==> config.mk <==
export PLATFORM = sky130hd
export DESIGN_NAME = decode_riscv
export DESIGN_NICKNAME = d
export VERILOG_FILES = /design/src/rtl/riscv_decode_pkg.sv /design/src/rtl/decode_riscv.sv /design/src/rtl/fetch_capture.sv /design/src/rtl/imm_gen.sv /design/src/rtl/op_decode.sv /design/src/rtl/uop_register.sv
export SDC_FILE = /design/constraint.sdc
export NUM_CORES = 1
export LEC_CHECK = 0
export ABC_CLOCK_PERIOD_IN_PS = 8700
export BUFFER_PORTS_ARGS = -buffer_cell sky130_fd_sc_hd__buf_2
export CAP_MARGIN = 20
export CORE_MARGIN = 8
export CORE_UTILIZATION = 40
export DETAILED_ROUTE_END_ITERATION = 10
export SLEW_MARGIN = 0
export SYNTH_ARGS = -nofsm -noshare
export SYNTH_HDL_FRONTEND = slang
export SYNTH_SLANG_ARGS = --single-unit
==> constraint.sdc <==
create_clock -name clk -period 8.7 [get_ports clk]
set_input_delay 1.305 -clock clk [delete_from_list [all_inputs] [get_ports clk]]
set_output_delay 1.305 -clock clk [all_outputs]
set_load 0.005 [all_outputs]
==> src/rtl/riscv_decode_pkg.sv <==
package riscv_decode_pkg;

   localparam int xlen = 64;
   localparam int prf_idx_width = 6; // arch index zero-extended from 5 bits

   // major opcodes, prefixed to stay apart from the uop names
   typedef enum logic [6:0] {
      OPC_LOAD     = 7'h03,
      OPC_MISC_MEM = 7'h0f,
      OPC_OP_IMM   = 7'h13,
      OPC_AUIPC    = 7'h17,
      OPC_STORE    = 7'h23,
      OPC_OP       = 7'h33,
      OPC_LUI      = 7'h37,
      OPC_BRANCH   = 7'h63,
      OPC_JALR     = 7'h67,
      OPC_JAL      = 7'h6f,
      OPC_SYSTEM   = 7'h73
   } opcode_t;

   typedef enum logic [7:0] {
      II, NOP, FETCH_PF, IRQ,                               // II must stay zero
      LB, LH, LW, LD, LBU, LHU, LWU,
      SB, SH, SW, SD,
      ADDI, SLLI, SLTI, SLTIU, XORI, SRLI, SRAI, ORI, ANDI,
      ADDU, SUBU, SLL, SLT, SLTU, XOR, SRL, SRA, OR, AND,
      MUL, MULH, MULHU, DIV, DIVU, REM, REMU,
      LUI, AUIPC,
      BEQ, BNE, BLT, BGE, BLTU, BGEU,
      J, JAL, JR, JALR, RET
   } uop_op_t;

   typedef enum logic [2:0] {
      IMM_NONE, IMM_I, IMM_S, IMM_U, IMM_U_PC, IMM_B_PC, IMM_J_PC
   } imm_fmt_t;

   typedef struct packed {
      logic [6:0] funct7;
      logic [4:0] rs2;
      logic [4:0] rs1;
      logic [2:0] funct3;
      logic [4:0] rd;
      opcode_t    opcode;
   } r_fmt_t;

   typedef struct packed {
      logic [11:0] imm_11_0;
      logic [4:0]  rs1;
      logic [2:0]  funct3;
      logic [4:0]  rd;
      opcode_t     opcode;
   } i_fmt_t;

   typedef struct packed {
      logic [6:0] imm_11_5;
      logic [4:0] rs2;
      logic [4:0] rs1;
      logic [2:0] funct3;
      logic [4:0] imm_4_0;
      opcode_t    opcode;
   } s_fmt_t;

   typedef struct packed {
      logic       imm_12;
      logic [5:0] imm_10_5;
      logic [4:0] rs2;
      logic [4:0] rs1;
      logic [2:0] funct3;
      logic [3:0] imm_4_1;
      logic       imm_11;
      opcode_t    opcode;
   } b_fmt_t;

   typedef struct packed {
      logic [19:0] imm_31_12;
      logic [4:0]  rd;
      opcode_t     opcode;
   } u_fmt_t;

   typedef struct packed {
      logic       imm_20;
      logic [9:0] imm_10_1;
      logic       imm_11;
      logic [7:0] imm_19_12;
      logic [4:0] rd;
      opcode_t    opcode;
   } j_fmt_t;

   typedef union packed {
      r_fmt_t r;
      i_fmt_t i;
      s_fmt_t s;
      b_fmt_t b;
      u_fmt_t u;
      j_fmt_t j;
   } insn_u;

   typedef struct packed {
      logic            valid;
      insn_u           insn;
      logic [xlen-1:0] pc;
      logic            page_fault;
      logic            irq;
   } fetch_t;

   typedef struct packed {
      uop_op_t                  op;
      logic [prf_idx_width-1:0] src_a;
      logic [prf_idx_width-1:0] src_b;
      logic [prf_idx_width-1:0] dst;
      logic                     src_a_valid;
      logic                     src_b_valid;
      logic                     dst_valid;
      logic [xlen-1:0]          rvimm;
      logic [xlen-1:0]          pc;
      logic                     is_mem;
      logic                     is_store;
      logic                     is_int;
      logic                     is_cheap_int;
      logic                     is_br;
   } uop_t;

endpackage

==> src/rtl/decode_riscv.sv <==
module decode_riscv(
   clk,
   reset,
   insn_valid,
   insn,
   pc,
   page_fault,
   irq,
   uop_valid,
   uop);

   input logic clk;
   input logic reset;
   input logic insn_valid;
   input logic [31:0] insn;
   input logic [riscv_decode_pkg::xlen-1:0] pc;
   input logic page_fault;
   input logic irq;
   output logic uop_valid;
   output riscv_decode_pkg::uop_t uop;

   riscv_decode_pkg::fetch_t fetch;
   riscv_decode_pkg::uop_t dec_uop;
   riscv_decode_pkg::uop_t full_uop;
   riscv_decode_pkg::imm_fmt_t imm_fmt;
   logic [riscv_decode_pkg::xlen-1:0] rvimm;

   fetch_capture u_fetch(.clk(clk), .reset(reset), .insn_valid(insn_valid), .insn(insn),
                         .pc(pc), .page_fault(page_fault), .irq(irq), .fetch(fetch));

   op_decode u_decode(.fetch(fetch), .uop(dec_uop), .imm_fmt(imm_fmt));

   imm_gen u_imm(.insn(fetch.insn), .pc(fetch.pc), .imm_fmt(imm_fmt), .rvimm(rvimm));

   always_comb
   begin
      full_uop = dec_uop;
      full_uop.rvimm = rvimm; // decoder leaves rvimm zero
   end

   uop_register u_out(.clk(clk), .reset(reset), .valid(fetch.valid), .uop_in(full_uop),
                      .uop_valid(uop_valid), .uop(uop));

endmodule

==> src/rtl/fetch_capture.sv <==
module fetch_capture(
   clk,
   reset,
   insn_valid,
   insn,
   pc,
   page_fault,
   irq,
   fetch);

   input logic clk;
   input logic reset;
   input logic insn_valid;
   input logic [31:0] insn;
   input logic [riscv_decode_pkg::xlen-1:0] pc;
   input logic page_fault;
   input logic irq;
   output riscv_decode_pkg::fetch_t fetch;

   logic valid_q;
   logic [31:0] insn_q;
   logic [riscv_decode_pkg::xlen-1:0] pc_q;
   logic page_fault_q;
   logic irq_q;

   always_ff @(posedge clk)
   begin
      if (reset)
         valid_q <= 1'b0;
      else
         valid_q <= insn_valid;
   end

   always_ff @(posedge clk)
   begin
      if (insn_valid) // hold last word when idle
      begin
         insn_q <= insn;
         pc_q <= pc;
         page_fault_q <= page_fault;
         irq_q <= irq;
      end
   end

   assign fetch = {valid_q, insn_q, pc_q, page_fault_q, irq_q};

endmodule

==> src/rtl/imm_gen.sv <==
module imm_gen(
   insn,
   pc,
   imm_fmt,
   rvimm);

   input riscv_decode_pkg::insn_u insn;
   input logic [riscv_decode_pkg::xlen-1:0] pc;
   input riscv_decode_pkg::imm_fmt_t imm_fmt;
   output logic [riscv_decode_pkg::xlen-1:0] rvimm;

   localparam int pp = riscv_decode_pkg::xlen - 32;

   logic [riscv_decode_pkg::xlen-1:0] imm;
   logic add_pc;

   always_comb
   begin
      imm = '0;
      add_pc = 1'b0;
      case (imm_fmt)
         riscv_decode_pkg::IMM_I:
            imm = {{(pp+20){insn.i.imm_11_0[11]}}, insn.i.imm_11_0};
         riscv_decode_pkg::IMM_S:
            imm = {{(pp+20){insn.s.imm_11_5[6]}}, insn.s.imm_11_5, insn.s.imm_4_0};
         riscv_decode_pkg::IMM_U:
            imm = {{pp{insn.u.imm_31_12[19]}}, insn.u.imm_31_12, 12'd0};
         riscv_decode_pkg::IMM_U_PC:
         begin
            imm = {{pp{insn.u.imm_31_12[19]}}, insn.u.imm_31_12, 12'd0};
            add_pc = 1'b1; // auipc
         end
         riscv_decode_pkg::IMM_B_PC:
         begin
            imm = {{(pp+19){insn.b.imm_12}}, insn.b.imm_12, insn.b.imm_11,
                   insn.b.imm_10_5, insn.b.imm_4_1, 1'b0};
            add_pc = 1'b1; // branch target
         end
         riscv_decode_pkg::IMM_J_PC:
         begin
            imm = {{(pp+11){insn.j.imm_20}}, insn.j.imm_20, insn.j.imm_19_12,
                   insn.j.imm_11, insn.j.imm_10_1, 1'b0};
            add_pc = 1'b1; // jal target
         end
         default:
            imm = '0;
      endcase
   end

   assign rvimm = add_pc ? (pc + imm) : imm;

endmodule

==> src/rtl/op_decode.sv <==
module op_decode(
   fetch,
   uop,
   imm_fmt);

   input riscv_decode_pkg::fetch_t fetch;
   output riscv_decode_pkg::uop_t uop;
   output riscv_decode_pkg::imm_fmt_t imm_fmt;

   localparam int zp = riscv_decode_pkg::prf_idx_width - 5;

   wire [riscv_decode_pkg::prf_idx_width-1:0] rd = {{zp{1'b0}}, fetch.insn.r.rd};
   wire [riscv_decode_pkg::prf_idx_width-1:0] rs1 = {{zp{1'b0}}, fetch.insn.r.rs1};
   wire [riscv_decode_pkg::prf_idx_width-1:0] rs2 = {{zp{1'b0}}, fetch.insn.r.rs2};
   wire [2:0] funct3 = fetch.insn.r.funct3;
   wire [6:0] funct7 = fetch.insn.r.funct7;
   wire [5:0] funct6 = fetch.insn.i.imm_11_0[11:6]; // rv64 shamt is 6 bits
   wire rs1_is_link = (rs1 == 'd1) || (rs1 == 'd5);

   logic is_alu;

   always_comb
   begin
      uop = '0;
      uop.pc = fetch.pc;
      imm_fmt = riscv_decode_pkg::IMM_NONE;
      is_alu = 1'b0;
      case (fetch.insn.r.opcode)
         riscv_decode_pkg::OPC_LOAD:
         begin
            uop.dst = rd;
            uop.src_a = rs1;
            uop.dst_valid = (rd != 'd0);
            uop.src_a_valid = 1'b1;
            uop.is_mem = 1'b1;
            imm_fmt = riscv_decode_pkg::IMM_I;
            case (funct3)
               3'd0: uop.op = riscv_decode_pkg::LB;
               3'd1: uop.op = riscv_decode_pkg::LH;
               3'd2: uop.op = riscv_decode_pkg::LW;
               3'd3: uop.op = riscv_decode_pkg::LD;
               3'd4: uop.op = riscv_decode_pkg::LBU;
               3'd5: uop.op = riscv_decode_pkg::LHU;
               3'd6: uop.op = riscv_decode_pkg::LWU;
               default: uop.op = riscv_decode_pkg::II;
            endcase
         end
         riscv_decode_pkg::OPC_MISC_MEM: uop.op = riscv_decode_pkg::NOP; // fence
         riscv_decode_pkg::OPC_OP_IMM:
         begin
            uop.dst = rd;
            uop.src_a = rs1;
            uop.dst_valid = (rd != 'd0);
            uop.src_a_valid = (rd != 'd0);
            uop.is_int = 1'b1;
            uop.is_cheap_int = 1'b1;
            imm_fmt = riscv_decode_pkg::IMM_I;
            is_alu = 1'b1;
            case (funct3)
               3'd0: uop.op = riscv_decode_pkg::ADDI;
               3'd1: uop.op = riscv_decode_pkg::SLLI;
               3'd2: uop.op = riscv_decode_pkg::SLTI;
               3'd3: uop.op = riscv_decode_pkg::SLTIU;
               3'd4: uop.op = riscv_decode_pkg::XORI;
               3'd5:
               begin
                  if (funct6 == 6'h00)
                     uop.op = riscv_decode_pkg::SRLI;
                  else if (funct6 == 6'h10)
                     uop.op = riscv_decode_pkg::SRAI;
               end
               3'd6: uop.op = riscv_decode_pkg::ORI;
               default: uop.op = riscv_decode_pkg::ANDI;
            endcase
         end
         riscv_decode_pkg::OPC_AUIPC, riscv_decode_pkg::OPC_LUI:
         begin
            uop.dst = rd;
            uop.dst_valid = (rd != 'd0);
            uop.is_int = 1'b1;
            uop.is_cheap_int = 1'b1;
            is_alu = 1'b1;
            if (fetch.insn.r.opcode == riscv_decode_pkg::OPC_LUI)
            begin
               uop.op = riscv_decode_pkg::LUI;
               imm_fmt = riscv_decode_pkg::IMM_U;
            end
            else
            begin
               uop.op = riscv_decode_pkg::AUIPC;
               imm_fmt = riscv_decode_pkg::IMM_U_PC;
            end
         end
         riscv_decode_pkg::OPC_STORE:
         begin
            uop.src_a = rs1;
            uop.src_b = rs2;
            uop.src_a_valid = 1'b1;
            uop.src_b_valid = 1'b1;
            uop.is_mem = 1'b1;
            uop.is_store = 1'b1;
            imm_fmt = riscv_decode_pkg::IMM_S;
            case (funct3)
               3'd0: uop.op = riscv_decode_pkg::SB;
               3'd1: uop.op = riscv_decode_pkg::SH;
               3'd2: uop.op = riscv_decode_pkg::SW;
               3'd3: uop.op = riscv_decode_pkg::SD;
               default: uop.op = riscv_decode_pkg::II;
            endcase
         end
         riscv_decode_pkg::OPC_OP:
         begin
            uop.dst = rd;
            uop.src_a = rs1;
            uop.src_b = rs2;
            uop.dst_valid = (rd != 'd0);
            uop.src_a_valid = 1'b1;
            uop.src_b_valid = 1'b1;
            uop.is_int = 1'b1;
            is_alu = 1'b1;
            case ({funct7, funct3})
               {7'h00, 3'd0}: uop.op = riscv_decode_pkg::ADDU;
               {7'h20, 3'd0}: uop.op = riscv_decode_pkg::SUBU;
               {7'h00, 3'd1}: uop.op = riscv_decode_pkg::SLL;
               {7'h00, 3'd2}: uop.op = riscv_decode_pkg::SLT;
               {7'h00, 3'd3}: uop.op = riscv_decode_pkg::SLTU;
               {7'h00, 3'd4}: uop.op = riscv_decode_pkg::XOR;
               {7'h00, 3'd5}: uop.op = riscv_decode_pkg::SRL;
               {7'h20, 3'd5}: uop.op = riscv_decode_pkg::SRA;
               {7'h00, 3'd6}: uop.op = riscv_decode_pkg::OR;
               {7'h00, 3'd7}: uop.op = riscv_decode_pkg::AND;
               {7'h01, 3'd0}: uop.op = riscv_decode_pkg::MUL;
               {7'h01, 3'd1}: uop.op = riscv_decode_pkg::MULH;
               {7'h01, 3'd3}: uop.op = riscv_decode_pkg::MULHU;
               {7'h01, 3'd4}: uop.op = riscv_decode_pkg::DIV;
               {7'h01, 3'd5}: uop.op = riscv_decode_pkg::DIVU;
               {7'h01, 3'd6}: uop.op = riscv_decode_pkg::REM;
               {7'h01, 3'd7}: uop.op = riscv_decode_pkg::REMU;
               default: uop.op = riscv_decode_pkg::II; // mulhsu not handled
            endcase
         end
         riscv_decode_pkg::OPC_BRANCH:
         begin
            uop.src_a = rs1;
            uop.src_b = rs2;
            uop.src_a_valid = 1'b1;
            uop.src_b_valid = 1'b1;
            uop.is_int = 1'b1;
            uop.is_br = 1'b1;
            imm_fmt = riscv_decode_pkg::IMM_B_PC;
            case (funct3)
               3'd0: uop.op = riscv_decode_pkg::BEQ;
               3'd1: uop.op = riscv_decode_pkg::BNE;
               3'd4: uop.op = riscv_decode_pkg::BLT;
               3'd5: uop.op = riscv_decode_pkg::BGE;
               3'd6: uop.op = riscv_decode_pkg::BLTU;
               3'd7: uop.op = riscv_decode_pkg::BGEU;
               default: uop.op = riscv_decode_pkg::II;
            endcase
         end
         riscv_decode_pkg::OPC_JALR:
         begin
            uop.src_a = rs1;
            uop.src_a_valid = 1'b1;
            uop.is_int = 1'b1;
            uop.is_cheap_int = 1'b1;
            uop.is_br = 1'b1;
            imm_fmt = riscv_decode_pkg::IMM_I;
            if (rd == 'd0)
               uop.op = rs1_is_link ? riscv_decode_pkg::RET : riscv_decode_pkg::JR;
            else
            begin
               uop.op = riscv_decode_pkg::JALR;
               uop.dst = rd;
               uop.dst_valid = 1'b1;
            end
         end
         riscv_decode_pkg::OPC_JAL:
         begin
            uop.is_int = 1'b1;
            uop.is_br = 1'b1;
            imm_fmt = riscv_decode_pkg::IMM_J_PC;
            if (rd == 'd0)
               uop.op = riscv_decode_pkg::J;
            else
            begin
               uop.op = riscv_decode_pkg::JAL;
               uop.dst = rd;
               uop.dst_valid = 1'b1;
               uop.is_cheap_int = 1'b1; // link write only
            end
         end
         default: uop.op = riscv_decode_pkg::II; // system and unknown opcodes
      endcase

      if (is_alu && (rd == 'd0) && (uop.op != riscv_decode_pkg::II))
         uop.op = riscv_decode_pkg::NOP; // result to x0 is dropped

      // faults and bad encodings keep only op and pc
      if (fetch.page_fault || fetch.irq || (uop.op == riscv_decode_pkg::II))
      begin
         uop = '0;
         uop.op = fetch.page_fault ? riscv_decode_pkg::FETCH_PF :
                  fetch.irq ? riscv_decode_pkg::IRQ : riscv_decode_pkg::II;
         uop.pc = fetch.pc;
         imm_fmt = riscv_decode_pkg::IMM_NONE;
      end
   end

endmodule

==> src/rtl/uop_register.sv <==
module uop_register(
   clk,
   reset,
   valid,
   uop_in,
   uop_valid,
   uop);

   input logic clk;
   input logic reset;
   input logic valid;
   input riscv_decode_pkg::uop_t uop_in;
   output logic uop_valid;
   output riscv_decode_pkg::uop_t uop;

   always_ff @(posedge clk)
   begin
      if (reset)
         uop_valid <= 1'b0;
      else
         uop_valid <= valid;
   end

   always_ff @(posedge clk)
   begin
      if (valid)
         uop <= uop_in; // stale when valid drops
   end

endmodule

==> results.tsv <==
stage	metric	value	unit
clock_tree	Post-CTS Setup Bufs	0	
worst_setup_path	register-to-register setup slack	1.76	ns
floorplan	initial core utilization	0.4034	
pwr	Static Leakage	0.006258	uW
global_routing	GRT overflow	0	
clock_tree	H-Tree Depth	1	
worst_setup_path	FF-to-FF path depth	20	
drt	drt via density	5.498	
synthesis	Post-Synth Adder-Cell Area	0.06005	
sta	Max Clk Rate	144.2	MHz
global_routing	GRT Overall Usage	0.1937	
synthesis	#FFs+latches synth	257	
worst_setup_path	CP max FO	24	
finish	Multi-input gate area	5423	um^2
drt	post-DR wirelength/cell	21.15	um
drt	final WL	40020	um
worst_setup_path	RR Endpoint	u_out.uop[129]	
min_path	Hold Path Depth	0	
min_path	hold crit path type	flop to flop	
min_path	Hold EP	u_out.uop[37]	
sta	Final Hold Vio Count	0	
clock_tree	Clock transition at path regs	0.06	ns
sta	Slew Limit Headroom	0.2467	
synthesis	Post-synth EDFFs	255	
placement	GPL Wtd Cong	0.9185	
worst_setup_path	WP data arrival	7.19	ns
global_routing	grt met3 use	0.03284	
finish	diodes inserted	0	
synthesis	largest family of logic cells by synthesized area	compound AO/OA/AOI/OAI gates	
clock_tree	Clock Path Buffers	3	
placement	IO Port Bufs	258	
global_routing	GR Layer Usage met1	0.2644	
sta	final worst path period share	0.7974	
clock_tree	Clock Latency Late Sink	0.56	ns
sta	Setup TNS	0	ns
global_routing	initial antenna violation count	1	
sta	RSZ-0062 raised after global routing	no	
worst_setup_path	crit path from	u_fetch.insn_q[6]	
job	Max Cap Violations	0	
synthesis	library cells used by synthesis	70	
sta	final worst slack	1.763	ns
clock_tree	CTS Root Cell	clkbuf_16	
synthesis	synth warn	0	
clock_tree	post-cts resize count	0	
worst_setup_path	worst r2r src	u_fetch.insn_q[6]	
worst_setup_path	Slowest-stage cell, CP	edfxtp_1	
worst_setup_path	Crit Path Class	flop to flop	
floorplan	die height	199.4	um
clock_tree	hold buffers post-CTS	0	
drt	Antenna Nets Post-Route	0	
synthesis	mapped cell area	13460	um^2
finish	area occupied by registers	7701	um^2
min_path	hold_sp	u_fetch.pc_q[32]	
synthesis	mean post-synth cell area	11.32	um^2
outcome	status	complete, no violations	
worst_setup_path	Req. time, crit path	8.96	ns
synthesis	post-synthesis xor/xnor area fraction	0.03774	
sta	Setup violations, final	0	
clock_tree	CTS Buf Count	28	
finish	Nets	1587	
finish	share of cells above drive strength 1	0.2265	
sta	Least-Margin Pin Slew	1.101	ns
floorplan	die area	39780	um^2
drt	drt drc	0	
sta	Max Slew Vio Count	0	
pwr	Power Total	3030	uW
global_routing	Top Usage Layer GRT	met2	
sta	Setup Skew	0.01273	ns
finish	Syn-to-layout area delta	19.39	%
floorplan	number of I/O pins	264	
worst_setup_path	CP peak stage delay	0.73	ns
worst_setup_path	Worst setup EP type	flop	
synthesis	Synth Instances	1189	
placement	DP Wirelength	30160	um
global_routing	met2 Resource Use GR	0.3180	
synthesis	Synth Area in Simple Gates	0.1234	
global_routing	first-pass GRT wire length	60150	um
pwr	Power Density	188.5	nW/um^2
worst_setup_path	worst-path cell chain	nor2_1 > nand3_1 > a21oi_1 > a311oi_1 > o221ai_1 > or4b_4 > o211a_1 > nand2_1 > nand2_1 > ha_1 > a21o_1 > a21o_1 > a21oi_1 > o2111ai_1 > a31oi_1 > o211ai_1 > a311oi_1 > a221o_1 > xor2_1 > o21ai_1	
synthesis	Seq/Total Area, Yosys	0.5719	
finish	# fillers	3099	
synthesis	fraction of the mapped netlist area in compound gates	0.1718	
pwr	peak supply drop	0.1434	mV
worst_setup_path	Setup crit start kind	flop	
floorplan	core footprint	33360	um^2
floorplan	Chip Width	199.4	um
clock_tree	CTS tree	done	
sta	Tmin final	6.937	ns
drt	DRT iter0 DRCs	934	
synthesis	Primary FF master, synth	edfxtp_1	
global_routing	vias in the first global route	10240	
placement	Setup WS pre-CTS	1.816	ns
floorplan	Core Rows	67	
synthesis	ys async rst share	0	
clock_tree	CTS sink cnt	257	
synthesis	mux share of post-synthesis cell area	0.007436	
global_routing	largest net degree at the start of global routing	66	
drt	DRT Pass-1 Iters	5	
drt	Via Count	10400	
==> stage by stage <==
| stage | hold slack, ns | instance area (um^2) | std cells | util |
|---|---|---|---|---|
| detailed placement | 0.4604 | 15110 | 1840 | 0.4527 |
| global placement | 0.4564 | 15110 | 1840 | 0.4527 |
| CTS | 0.4747 | 16070 | 1892 | 0.4817 |
| global route | 0.4775 | 16070 | 1892 | 0.4817 |
| finish | 0.4651 | 16070 | 1892 | 0.4817 |
| floorplan | 0.4334 | 13480 | 1193 | - |
==> cell type report <==
cell class,count,share of cell area
flip-flops and latches,257,0.4792
multi-input cells,848,0.3374
repair buffers,263,0.08284
clock buffers,31,0.04430
well taps,448,0.03488
clock inverters,21,0.01573
inverters,24,0.005606
==> registers in the layout (all words and copies together), names as in the netlist <==
signal                flops
u_out.uop               157
u_fetch.insn_q           32
u_fetch.irq_q             1
u_fetch.valid_q           1
u_fetch.page_fault_q      1
u_out.uop_valid           1
u_fetch.pc_q             64
==> cells in the mapped netlist, types with 3 or more instances <==
cell,instances,area share
edfxtp_1,255,0.57
nand2_1,128,0.036
a21oi_1,101,0.038
nor2_1,77,0.021
o21ai_0,72,0.027
ha_1,63,0.059
clkbuf_1,45,0.013
xnor2_1,33,0.021
and2_1,27,0.013
o21ai_1,27,0.010
xor2_1,25,0.016
a21o_1,24,0.013
inv_1,24,0.0067
a31oi_1,23,0.011
nor3_1,18,0.0067
nand4_1,16,0.0074
nor2b_1,15,0.0070
and3_1,14,0.0065
nand3_1,14,0.0052
o21bai_1,14,0.0078
o21a_1,12,0.0067
a32o_1,11,0.0082
buf_2,10,0.0037
o31ai_1,10,0.0056
o211ai_1,9,0.0050
a211oi_1,8,0.0045
mux2_2,8,0.0067
nand2b_1,8,0.0037
a22oi_1,7,0.0039
buf_4,7,0.0039
a2111oi_0,5,0.0033
a41oi_1,5,0.0033
o22ai_1,5,0.0023
or3_1,5,0.0023
a21boi_0,4,0.0022
a221o_1,3,0.0022
a221oi_1,3,0.0020
and3b_1,3,0.0020
nor3b_1,3,0.0017
o211a_1,3,0.0022
o31a_1,3,0.0020
or2_2,3,0.0014
or4_1,3,0.0017
==> worst max path at each step <==
| stage | to | cells after the start |
|---|---|---|
| floorplan | u_out.uop[132] | 20 |
| global placement | u_out.uop[129] | 20 |
| detailed placement | u_out.uop[129] | 20 |
| CTS | u_out.uop[129] | 20 |
| global route | u_out.uop[129] | 20 |
| finish | u_out.uop[129] | 20 |
==> layout by cell type (no fill, tap or decap), drive strengths merged, types with 4 or more instances in the layout <==
master   Yosys  routed
a2111oi      5       5
a211oi       8       8
a21boi       4       4
a21o        24      24
a21oi      101     101
a22oi        7       7
a31oi       23      23
a32o        11      11
a41oi        5       5
and2        27      27
and3        14      14
buf         19     263
bufinv       0       5
clkbuf      45      31
clkinv       0      13
conb         1       5
edfxtp     255     255
ha          63      63
inv         24      25
mux2         8       8
nand2      128     128
nand2b       8       8
nand3       14      14
nand4       16      16
nor2        78      78
nor2b       15      15
nor3        18      18
o211ai       9       9
o21a        12      12
o21ai      100     100
o21bai      14      14
o22ai        5       5
o31ai       10      10
or3          5       5
xnor2       33      33
xor2        25      25
==> logic make-up after synthesis <==
logic type	Yosys count
XOR/XNOR	58
AND/OR/NAND/NOR	346
buffers and inverters	88
AO/OA/AOI/OAI	366
multiplexers	9
adder cells (fa/ha/maj)	64
other	1
flip-flops	257
==> power breakdown <==
part	leakage, uW	internal, uW	switching [uW]
clock network	0.000469	741	496
logic	0.00345	107	160
registers	0.00234	1460	68.5
==> worst max-delay path: cells and delay by family, from the launching register on <==
family	cells	cell delay (ns)
AO/OA/AOI/OAI	13	3.45
AND/OR/NAND/NOR	5	1.86
flip-flops	1	0.73
adder cells (fa/ha/maj)	1	0.42
XOR/XNOR	1	0.17
==> per-layer routing <==
layer | up-vias | routed length [um]
met5 | - | 13
met4 | 2 | 944
met3 | 60 | 2542
met2 | 375 | 18750
met1 | 4991 | 17760
li1 | 4974 | -
No activity file was read; power rests on OpenSTA's default activity.
